File: src/rtl/mips_pkg.sv
// shared types and encodings for the MIPS subset core; word accesses only, no delay slots
package mips_pkg;

  typedef logic [31:0] word_t;     // data word, address or instruction
  typedef logic [4:0]  reg_addr_t; // register number
  typedef logic [3:0]  alu_op_t;

  // alu operations
  localparam alu_op_t alu_add  = 4'd0;
  localparam alu_op_t alu_sub  = 4'd1;
  localparam alu_op_t alu_and  = 4'd2;
  localparam alu_op_t alu_or   = 4'd3;
  localparam alu_op_t alu_xor  = 4'd4;
  localparam alu_op_t alu_slt  = 4'd5;
  localparam alu_op_t alu_sltu = 4'd6;
  localparam alu_op_t alu_sll  = 4'd7;
  localparam alu_op_t alu_srl  = 4'd8;
  localparam alu_op_t alu_lui  = 4'd9;  // b shifted into the upper half

  // primary opcodes, instr[31:26]
  localparam logic [5:0] op_special = 6'h00;
  localparam logic [5:0] op_j       = 6'h02;
  localparam logic [5:0] op_beq     = 6'h04;
  localparam logic [5:0] op_bne     = 6'h05;
  localparam logic [5:0] op_addiu   = 6'h09;
  localparam logic [5:0] op_slti    = 6'h0a;
  localparam logic [5:0] op_andi    = 6'h0c;
  localparam logic [5:0] op_ori     = 6'h0d;
  localparam logic [5:0] op_xori    = 6'h0e;
  localparam logic [5:0] op_lui     = 6'h0f;
  localparam logic [5:0] op_lw      = 6'h23;
  localparam logic [5:0] op_sw      = 6'h2b;

  // funct field of special instructions, instr[5:0]
  localparam logic [5:0] fn_sll  = 6'h00;
  localparam logic [5:0] fn_srl  = 6'h02;
  localparam logic [5:0] fn_jr   = 6'h08;
  localparam logic [5:0] fn_addu = 6'h21;
  localparam logic [5:0] fn_subu = 6'h23;
  localparam logic [5:0] fn_and  = 6'h24;
  localparam logic [5:0] fn_or   = 6'h25;
  localparam logic [5:0] fn_xor  = 6'h26;
  localparam logic [5:0] fn_slt  = 6'h2a;
  localparam logic [5:0] fn_sltu = 6'h2b;

  localparam word_t reset_vector = 32'hBFC00000;  // first fetch address

  typedef enum logic [2:0] {
    fetch,
    fetch_wait,
    execute,
    mem_req,
    mem_wait,
    writeback,
    halted
  } ctrl_state_t;

endpackage

File: src/rtl/mips_alu.sv
// combinational ALU; arithmetic wraps, unknown op codes give zero
`timescale 1ns/1ns

module mips_alu
  import mips_pkg::*;
(
  input  alu_op_t    op,
  input  word_t      a,
  input  word_t      b,
  input  logic [4:0] shamt,
  output word_t      result
);

  always_comb begin
    case (op)
      alu_add: begin
        result = a + b;
      end
      alu_sub: begin
        result = a - b;
      end
      alu_and: begin
        result = a & b;
      end
      alu_or: begin
        result = a | b;
      end
      alu_xor: begin
        result = a ^ b;
      end
      alu_slt: begin
        result = {31'b0, $signed(a) < $signed(b)};
      end
      alu_sltu: begin
        result = {31'b0, a < b};
      end
      // shifts act on the rt operand, as in the R-type encoding
      alu_sll: begin
        result = b << shamt;
      end
      alu_srl: begin
        result = b >> shamt;
      end
      alu_lui: begin
        result = {b[15:0], 16'b0};
      end
      default: begin
        result = '0;
      end
    endcase
  end

endmodule

File: src/rtl/mips_control.sv
// multi-cycle control FSM; one request at a time, waits forever on a stalled bus
`timescale 1ns/1ns

module mips_control
  import mips_pkg::*;
(
  input  logic       clk,
  input  logic       reset,
  input  word_t      instr,
  input  logic       equal,
  input  logic       jump_reg_zero,
  input  logic       mem_ready,
  input  logic       mem_rvalid,
  output logic       mem_valid,
  output logic       mem_write,
  output logic       addr_sel,
  output logic       ir_load,
  output logic       mdr_load,
  output logic       pc_inc,
  output logic       pc_load,
  output logic [1:0] target_sel,
  output alu_op_t    alu_op,
  output logic [1:0] alu_b_sel,
  output logic       reg_write,
  output logic [1:0] dest_sel,
  output logic       wb_sel,
  output logic       active
);

  ctrl_state_t state;
  ctrl_state_t state_next;
  logic [5:0]  opcode;
  logic [5:0]  funct;
  logic        is_alu;
  logic        is_lw;
  logic        is_sw;
  logic        is_jr;
  logic        redirect;
  logic        accept;

  assign opcode = instr[31:26];
  assign funct  = instr[5:0];

  // decode is independent of state, the strobes below qualify it
  always_comb begin
    alu_op     = alu_add;
    alu_b_sel  = 2'd0;  // rt register
    dest_sel   = 2'd2;  // r0, nothing kept
    wb_sel     = 1'b0;  // alu result
    target_sel = 2'd0;  // branch target
    is_alu     = 1'b0;
    is_lw      = 1'b0;
    is_sw      = 1'b0;
    is_jr      = 1'b0;
    redirect   = 1'b0;
    case (opcode)
      op_special: begin
        dest_sel = 2'd0;  // rd
        is_alu   = 1'b1;
        case (funct)
          fn_addu: alu_op = alu_add;
          fn_subu: alu_op = alu_sub;
          fn_and:  alu_op = alu_and;
          fn_or:   alu_op = alu_or;
          fn_xor:  alu_op = alu_xor;
          fn_slt:  alu_op = alu_slt;
          fn_sltu: alu_op = alu_sltu;
          fn_sll:  alu_op = alu_sll;
          fn_srl:  alu_op = alu_srl;
          fn_jr: begin
            is_alu     = 1'b0;
            is_jr      = 1'b1;
            redirect   = 1'b1;
            target_sel = 2'd2;  // rs register
          end
          default: is_alu = 1'b0;  // unknown funct runs as a no-op
        endcase
      end
      op_addiu, op_slti: begin
        alu_op    = (opcode == op_slti) ? alu_slt : alu_add;
        alu_b_sel = 2'd1;  // sign-extended immediate
        dest_sel  = 2'd1;
        is_alu    = 1'b1;
      end
      op_andi, op_ori, op_xori, op_lui: begin
        case (opcode)
          op_andi: alu_op = alu_and;
          op_ori:  alu_op = alu_or;
          op_xori: alu_op = alu_xor;
          default: alu_op = alu_lui;
        endcase
        alu_b_sel = 2'd2;  // zero-extended immediate
        dest_sel  = 2'd1;
        is_alu    = 1'b1;
      end
      op_lw: begin
        alu_b_sel = 2'd1;
        dest_sel  = 2'd1;
        wb_sel    = 1'b1;  // loaded word
        is_lw     = 1'b1;
      end
      op_sw: begin
        alu_b_sel = 2'd1;
        is_sw     = 1'b1;
      end
      op_beq:  redirect = equal;
      op_bne:  redirect = !equal;
      op_j: begin
        redirect   = 1'b1;
        target_sel = 2'd1;
      end
      default: ;
    endcase
  end

  assign accept = mem_valid && mem_ready;

  always_comb begin
    state_next = state;
    case (state)
      fetch:      if (accept) state_next = fetch_wait;
      fetch_wait: if (mem_rvalid) state_next = execute;
      execute: begin
        if (is_jr && jump_reg_zero) begin
          state_next = halted;
        end else if (is_alu) begin
          state_next = writeback;
        end else if (is_lw || is_sw) begin
          state_next = mem_req;
        end else begin
          state_next = fetch;  // branches, jumps and no-ops retire here
        end
      end
      mem_req:    if (accept) state_next = is_sw ? fetch : mem_wait;
      mem_wait:   if (mem_rvalid) state_next = writeback;
      writeback:  state_next = fetch;
      default:    state_next = halted;
    endcase
  end

  always_ff @(posedge clk) begin
    if (reset) begin
      state <= fetch;
    end else begin
      state <= state_next;
    end
  end

  assign mem_valid = (state == fetch) || (state == mem_req);  // held until accepted
  assign mem_write = (state == mem_req) && is_sw;
  assign addr_sel  = (state == mem_req);  // data address comes from the alu
  assign ir_load   = (state == fetch_wait) && mem_rvalid;
  assign mdr_load  = (state == mem_wait) && mem_rvalid;
  assign pc_load   = (state == execute) && redirect;
  assign pc_inc    = (state == execute) && !redirect;
  assign reg_write = (state == writeback);
  assign active    = (state != halted);

endmodule

File: src/rtl/mips_cpu.sv
// MIPS subset core top; big-endian memory, swaps bytes at the bus, halts on jr to address 0
`timescale 1ns/1ns

module mips_cpu
  import mips_pkg::*;
(
  input  logic  clk,
  input  logic  reset,
  output logic  mem_valid,
  output logic  mem_write,
  output word_t mem_addr,
  output word_t mem_wdata,
  input  logic  mem_ready,
  input  logic  mem_rvalid,
  input  word_t mem_rdata,
  output logic  active,
  output word_t register_v0
);

  word_t      ir;   // instruction register
  word_t      mdr;  // memory data register
  word_t      pc;
  word_t      pc_next_seq;
  word_t      pc_target;
  word_t      read_data_a;
  word_t      read_data_b;
  word_t      alu_b;
  word_t      alu_result;
  word_t      imm_sext;
  word_t      imm_zext;
  word_t      branch_target;
  word_t      jump_target;
  word_t      write_data;
  reg_addr_t  write_addr;
  alu_op_t    alu_op;
  logic       addr_sel;
  logic       ir_load;
  logic       mdr_load;
  logic       pc_inc;
  logic       pc_load;
  logic [1:0] target_sel;
  logic [1:0] alu_b_sel;
  logic       reg_write;
  logic [1:0] dest_sel;
  logic       wb_sel;
  logic       equal;
  logic       jump_reg_zero;

  function automatic word_t swap_bytes(input word_t w);
    return {w[7:0], w[15:8], w[23:16], w[31:24]};
  endfunction

  always_ff @(posedge clk) begin
    if (ir_load) begin
      ir <= swap_bytes(mem_rdata);
    end
    if (mdr_load) begin
      mdr <= swap_bytes(mem_rdata);
    end
  end

  assign imm_sext      = {{16{ir[15]}}, ir[15:0]};
  assign imm_zext      = {16'b0, ir[15:0]};
  assign branch_target = pc_next_seq + {imm_sext[29:0], 2'b00};
  assign jump_target   = {pc_next_seq[31:28], ir[25:0], 2'b00};  // same 256 MB region

  assign equal         = (read_data_a == read_data_b);
  assign jump_reg_zero = (read_data_a == '0);

  always_comb begin
    case (alu_b_sel)
      2'd1:    alu_b = imm_sext;
      2'd2:    alu_b = imm_zext;
      default: alu_b = read_data_b;
    endcase
    case (target_sel)
      2'd0:    pc_target = branch_target;
      2'd1:    pc_target = jump_target;
      default: pc_target = read_data_a;  // jr
    endcase
    case (dest_sel)
      2'd0:    write_addr = ir[15:11];
      2'd1:    write_addr = ir[20:16];
      default: write_addr = '0;
    endcase
  end

  assign write_data = wb_sel ? mdr : alu_result;
  assign mem_addr   = addr_sel ? alu_result : pc;
  assign mem_wdata  = swap_bytes(read_data_b);  // sw stores rt

  mips_regfile u_regfile (
    .clk         (clk),
    .reset       (reset),
    .read_addr_a (ir[25:21]),
    .read_addr_b (ir[20:16]),
    .read_data_a (read_data_a),
    .read_data_b (read_data_b),
    .write_en    (reg_write),
    .write_addr  (write_addr),
    .write_data  (write_data),
    .v0          (register_v0)
  );

  mips_alu u_alu (
    .op     (alu_op),
    .a      (read_data_a),
    .b      (alu_b),
    .shamt  (ir[10:6]),
    .result (alu_result)
  );

  mips_pc u_pc (
    .clk         (clk),
    .reset       (reset),
    .inc         (pc_inc),
    .load        (pc_load),
    .target      (pc_target),
    .pc          (pc),
    .pc_next_seq (pc_next_seq)
  );

  mips_control u_control (
    .clk           (clk),
    .reset         (reset),
    .instr         (ir),
    .equal         (equal),
    .jump_reg_zero (jump_reg_zero),
    .mem_ready     (mem_ready),
    .mem_rvalid    (mem_rvalid),
    .mem_valid     (mem_valid),
    .mem_write     (mem_write),
    .addr_sel      (addr_sel),
    .ir_load       (ir_load),
    .mdr_load      (mdr_load),
    .pc_inc        (pc_inc),
    .pc_load       (pc_load),
    .target_sel    (target_sel),
    .alu_op        (alu_op),
    .alu_b_sel     (alu_b_sel),
    .reg_write     (reg_write),
    .dest_sel      (dest_sel),
    .wb_sel        (wb_sel),
    .active        (active)
  );

endmodule

File: src/rtl/mips_pc.sv
// program counter; starts at the boot vector, load wins over increment
`timescale 1ns/1ns

module mips_pc
  import mips_pkg::*;
(
  input  logic  clk,
  input  logic  reset,
  input  logic  inc,
  input  logic  load,
  input  word_t target,
  output word_t pc,
  output word_t pc_next_seq
);

  assign pc_next_seq = pc + 32'd4;  // also the base of branch offsets

  always_ff @(posedge clk) begin
    if (reset) begin
      pc <= reset_vector;
    end else if (load) begin
      pc <= target;
    end else if (inc) begin
      pc <= pc_next_seq;
    end
  end

endmodule

File: src/rtl/mips_regfile.sv
// 32 x 32 register file, two async reads, one write per clock; register 0 always reads zero
`timescale 1ns/1ns

module mips_regfile
  import mips_pkg::*;
(
  input  logic      clk,
  input  logic      reset,
  input  reg_addr_t read_addr_a,
  input  reg_addr_t read_addr_b,
  output word_t     read_data_a,
  output word_t     read_data_b,
  input  logic      write_en,
  input  reg_addr_t write_addr,
  input  word_t     write_data,
  output word_t     v0
);

  word_t regs [32];

  always_ff @(posedge clk) begin
    if (reset) begin
      for (int i = 0; i < 32; i++) begin
        regs[i] <= '0;
      end
    end else if (write_en) begin
      regs[write_addr] <= write_data;  // a write to r0 lands but is never seen
    end
  end

  assign read_data_a = (read_addr_a == '0) ? '0 : regs[read_addr_a];
  assign read_data_b = (read_addr_b == '0) ? '0 : regs[read_addr_b];

  assign v0 = regs[2];  // result register shown at the top level

endmodule

File: config.mk
export PLATFORM = sky130hd
export DESIGN_NAME = mips_cpu
export DESIGN_NICKNAME = d
export VERILOG_FILES = /design/src/rtl/mips_pkg.sv /design/src/rtl/mips_alu.sv /design/src/rtl/mips_control.sv /design/src/rtl/mips_cpu.sv /design/src/rtl/mips_pc.sv /design/src/rtl/mips_regfile.sv
export SDC_FILE = /design/constraint.sdc
export NUM_CORES = 2
export LEC_CHECK = 0
export BUFFER_PORTS_ARGS = -buffer_cell sky130_fd_sc_hd__buf_4
export CORE_ASPECT_RATIO = 0.8
export CORE_MARGIN = 2
export CORE_UTILIZATION = 35
export CTS_BUF_LIST = sky130_fd_sc_hd__clkbuf_8
export CTS_CLUSTER_SIZE = 12
export DETAILED_ROUTE_END_ITERATION = 6
export GPL_TIMING_DRIVEN = 0
export HOLD_SLACK_MARGIN = 0.08
export SLEW_MARGIN = 20
export SYNTH_ARGS = -nofsm -noshare
export SYNTH_HDL_FRONTEND = slang
export SYNTH_SLANG_ARGS = --single-unit
File: constraint.sdc
create_clock -name clk -period 14.5 [get_ports clk]
set_input_delay 0 -clock clk [delete_from_list [all_inputs] [get_ports clk]]
set_output_delay 0 -clock clk [all_outputs]
set_load 0.05 [all_outputs]
-- Yosys cells after proc, flatten, opt, wreduce, memory -nomap -nowiden
Memories as Yosys holds them, arrays and structs flattened. A register that Yosys moved wholly into a read port is not among the register bits.
Cells that the tools add are included.
- output and inout bits: 99
- register bits: 99
- memories: 1
- word-level logic and storage cells: 133
- bits of input ports: 36
- RAM bits: 1024
- memories (name ; depth ; width ; rd ports ; clocked after memory_dff ; wr ports ; line ; RTL):
    u_regfile.regs ; 32 ; 32 ; 3 ; 2 ; 32 ; mips_regfile.sv:19 ; word_t regs [32];
- $lt $le $gt $ge: 2
- multiplexer cells: 44
- shift operators: 2
- add/subtract/negate cells: 4
- equal/unequal tests: 44
- bitwise gates (word level): 3
- reduce and logical (&&, ||, !) cells: 29
- operators by type and width (cell ; count):
    32-bit one-hot mux with 10 select lines ; 1
    32-bit 2-to-1 mux ; 7
    32-bit one-hot mux with 2 select lines ; 2
    32-bit adder ; 2
    32-bit < comparator ; 2
    6-bit == test, second input constant ; 9
    6-bit by 4-bit == test with 1-bit output, second input constant ; 7
    32-bit by 3-bit adder with 32-bit output, second input constant ; 1
    32-bit bitwise AND ; 1
    32-bit == test ; 1
    32-bit logical NOT ; 1
    32-bit bitwise OR ; 1
    4-bit one-hot mux with 8 select lines ; 1
    32-bit OR reduction ; 1
    32-bit by 5-bit left shift with 32-bit output ; 1
    32-bit by 5-bit >> shifter with 32-bit output ; 1
    32-bit subtractor ; 1
    32-bit XOR ; 1
    3-bit 2-to-1 mux ; 8
    4-bit one-hot mux with 3 select lines ; 2
    3-bit one-hot mux with 6 select lines ; 1
    4-bit by 3-bit == test with 1-bit output, second input constant ; 4
    5-bit 2-to-1 mux ; 3
    6-bit by 2-bit == test with 1-bit output, second input constant ; 2
    33 further kinds ; 67

-- Logic depth before layout (Yosys ltp)
- word-level depth: 9
- gate-level depth with buffers: 29
- depth with buffers taken out: 26

-- Modules after synthesis
From an unflattened synthesis, not the netlist that was laid out.
- cell total of the unflattened synthesis: 5758
- area, all modules: 71682.5 um^2
- by module, submodules not included (module ; sequential area each (um^2) ; instances ; cells each ; area each (um^2)):
    mips_regfile ; 30749.5 ; 1 ; 3542 ; 54410.9
    mips_alu ; 0.0 ; 1 ; 1212 ; 8484.4
    mips_cpu ; 1921.8 ; 1 ; 554 ; 5500.3
    mips_pc ; 640.6 ; 1 ; 311 ; 2416.1
    mips_control ; 60.1 ; 1 ; 139 ; 870.8

-- Least setup slack after synthesis
Ideal clock, no wire load.
- kind: reg2out
- from: register with a tool-made name
- to: output mem_addr[26]
- cell stages (with the launch flop): 22
- data arrival time: 8.201 ns
- setup slack: 6.299 ns
- buffers on the path: 4
- required time: 14.500 ns
- cell sequence: dfxtp_1 > buf_6 > buf_12 > buf_8 > buf_12 > mux4_1 > mux2i_1 > a2111oi_0 > a22o_1 > ha_1 > inv_1 > o21a_1 > o21ai_0 > a21oi_1 > o22ai_1 > o21a_1 > o21a_1 > or4b_2 > a32oi_1 > mux2i_1 > nor3_1 > o21ai_0
- RTL lines (element ; line ; RTL):
    end, declared ; mips_cpu.sv:11 ; output word_t mem_addr,

==> results by group <==
Timing
  – RSZ-0062 raised after global routing: false
  – Crit share post-route: 0.803
  – Final Slew Violations: 4
  – Period minus WS final: 11.64 ns
  – Final hold violation count: 0
  – Actual slew at the worst max-slew pin: 1.60 ns
  – Setup_tns: 0 ns
  – Final setup viols: 0
  – Headroom to the max-slew limit: -0.0787
  – Final WS setup: 2.86 ns
  – Maximum clock rate: 0.0859 GHz
  – Final setup skew: 0.0795 ns

Finish
  – Layout Nets: 6584
  – Layout area overhead: 14.8%
  – Fillers: 19200
  – Non-Filler Instances: 9248
  – Register area: 0.0336 mm2
  – Multi-input gate area: 0.0339 mm2
  – Fin util: 0.404
  – Layout cells sized above 1: 0.207

Placed design
  – Dpl ws: 3.83 ns
  – Port Buf Inserts: 133
  – Dpl cells: 8843
  – GPL Wtd Cong: 1.07
  – Post-DP HPWL: 301 mm

Global routing
  – Vias in the first global route: 57600
  – Initial antenna violation count: 33
  – Gr ovfl total: 0
  – First-pass GRT wire length: 520 mm
  – GRT Overall Usage: 0.378
  – Largest net degree at the start of global routing: 34

Critical path
  – Worst Setup EP: mem_addr[27]
  – Worst r2r path cells: 22
  – Setup CP Type: reg -> out
  – R2R Path End: u_regfile.regs[2][18]
  – Critical path arrival: 11.64 ns
  – Most used cell, CP: buf_2
  – Reg2reg setup slack: 3.08 ns
  – CP Max Fanout: 10
  – Worst-path cell chain: clkbuf_1 -> buf_2 -> buf_2 -> buf_2 -> buf_2 -> mux4_2 -> nand2_1 -> o2111ai_1 -> nand2_1 -> inv_1 -> ha_1 -> clkbuf_1 -> nor4_1 -> nand4_1 -> a31oi_1 -> a31o_2 -> a21boi_0 -> o2111a_1 -> or3_1 -> a31oi_2 -> buf_2 -> o21ai_1 -> buf_4
  – Required @ worst endpoint: 14.50 ns
  – Setup crit start kind: flop
  – Critical path's slowest cell: buf_2
  – Worst Setup End Kind: output pin
  – Largest stage delay, worst path: 0.94 ns

Synth
  – Register bit total from synthesis: 1133
  – Area share of the largest cell type after synthesis: 0.464
  – Top post-synthesis cells by area: edfxtp_1, mux4_2, nor2_1
  – Mean Syn Cell Area: 11.9 um2
  – Synth Warn #: 0
  – Ys async rst share: 0
  – Seq/Total Area, Yosys: 0.476
  – Mapped Cells: 5934
  – Post-synth EDFFs: 1088
  – Prevailing post-synth register cell: edfxtp_1
  – Largest area contributor in the netlist: edfxtp_1
  – Synth Cell Area: 0.0705 mm2
  – Number of distinct library cells after synthesis: 105
  – Net count after synthesis: 6103

Clock network
  – Root Driver: clkbuf_8
  – Post-CTS sizing: 0
  – # H-tree levels: 4
  – Clock tree buffer depth: 3
  – Clock sink total: 1133
  – Setup repair bufs after CTS: 0
  – Clock Latency Late Sink: 1.03 ns
  – CTS clk-pin slew, worst paths: 0.07 ns
  – TritonCTS Buffers: 184
  – CTS tree: yes

Die
  – Initial core utilization: 0.352
  – Core ar.: 0.200 mm2
  – Die Height: 405 um
  – Boundary Pins: 135
  – Die width: 506 um
  – Rows: 147
  – Die area: 0.205 mm2

Outcome
  – Run status: finished, violations left
  – Failing checks: DRC, capacitance limit, slew limit

Run
  – Max Cap Viol: 1

Routing
  – Drt pass-1 iters: 7
  – # DRC: 1
  – ANT nets after route: 0
  – Vias: 63800
  – Post-Route WL: 400 mm
  – Per-cell routed wire length: 43.3 um
  – Iter 0 DRT Violations: 13200
  – Vias per cell: 6.90

Power and ir drop
  – Power Density: 234 mW/mm2
  – Total power: 19.0 mW
  – Peak supply drop: 143 uV
  – Lkg Pwr: 29.5 nW

Hold path
  – Hold/Removal Path Class: in -> reg
==> routing by layer <==
metal  vias up  global-route usage  routed length, um  part of all wire
li1      23800                   -                  -                 -
met1     32300               0.519             152000              0.38
met2      6478               0.482             149000              0.37
met3      1204               0.190              73200              0.18
met4        30               0.188              24600             0.061
met5         -             0.00541                546            0.0014
==> cell usage in the layout (no fill, tap or decap), types with 60 or more instances in the layout <==
cell type      instances
a22oi_1              111
buf_6                 82
buf_4                193
clkbuf_1             297
a21oi_1              189
clkbuf_8             189
mux4_2               462
mux2i_1              272
nor2_1              1074
nor3_1               136
buf_2                133
ha_1                 130
inv_1                208
dlygate4sd3_1         69
edfxtp_1            1088
nand2_1              319
o21ai_0              156
a211oi_1             148
xnor2_1               60
nand3_1               86
==> through the flow <==
step                      hold slack (ns)  cell area, um2
final                               0.161           80900
after global routing                0.153           80900
after CTS                           0.129           80800
after detailed placement            0.193           76800
after global placement              0.190           74800
after floorplan                    0.0989           70500
==> how the worst min path moves through the flow <==
stage	from	endpoint	slack [ns]	depth (start not counted)
4_1_cts	mem_rvalid	flop	0.13	4
2_1_floorplan	mem_rdata[24]	ir[0]	0.1	0
5_1_grt	mem_rvalid	flop	0.15	4
3_3_place_gp	mem_rdata[17]	ir[9]	0.19	1
3_5_place_dp	mem_rdata[29]	mdr[5]	0.19	1
6_report	mem_rvalid	flop	0.16	4
==> synth_stat cells, types with 26 or more instances <==
master,n
a22o_1,33
nand4_1,30
xor2_1,40
a21o_1,52
buf_1,34
nand3_1,86
a211oi_1,153
xnor2_1,60
nor2b_1,34
clkbuf_1,334
nor2_1,1079
mux4_1,41
a221oi_1,26
a21oi_1,190
o22ai_1,46
o211ai_1,36
and2_1,32
o2111ai_1,34
buf_2,101
a31oi_1,37
buf_4,33
mux4_2,462
buf_6,68
o21ai_0,159
nand2_1,351
ha_1,130
mux2_2,32
a22oi_1,115
nand2b_1,27
edfxtp_1,1088
mux2i_1,273
dfxtp_1,45
inv_1,141
nor3_1,140
==> registers in the layout, summed over array words and instances, names as in the netlist, named ones only <==
| signal | count |
|---|---|
| u_regfile.regs | 1024 |
| u_control.state | 3 |
| u_pc.pc | 32 |
| mdr | 32 |
| ir | 32 |
==> power by group <==
part,internal (mW),leakage [nW],switching [mW]
clock,1.25,1.96,1.48
combinational,3.22,16.0,9.16
sequential,3.73,11.5,0.126
==> worst max-delay path, delay by kind of cell, from the launching register on <==
kind / cells / cell delay, ns
buffers and inverters: 9 / 4.46
multiplexers: 1 / 0.41
AND/OR/NAND/NOR: 5 / 2.38
adder cells (fa/ha/maj): 1 / 0.34
flip-flops: 1 / 0.32
AO/OA/AOI/OAI: 7 / 2.60
==> layout make-up <==
class | instances | share of cell area
inverters | 146 | 0.00677
repair buffers | 295 | 0.0368
flip-flops and latches | 1133 | 0.415
plain buffers | 585 | 0.0393
multi-input cells | 4070 | 0.419
clock inverters | 134 | 0.00911
clock buffers | 189 | 0.0322
diodes | 14 | 0.000433
well taps | 2682 | 0.0415
==> repair_timing <==
action / 4_1_cts / 5_1_grt
endpoints found under the hold margin: 149 / 0
endpoints found under the setup margin: 0 / 0
hold buffers: 68 / 0
==> cell families (layout without fill, tap and decap cells) <==
group,count (synthesis),after routing,synth area share
AND/OR/NAND/NOR,1904,1904,0.116
other,0,14,0
XOR/XNOR,100,100,0.0124
flip-flops,1133,1133,0.476
adder cells (fa/ha/maj),133,133,0.0239
multiplexers,809,809,0.207
buffers and inverters,731,1349,0.0520
AO/OA/AOI/OAI,1124,1124,0.112
(Power assumes the default switching activity.)
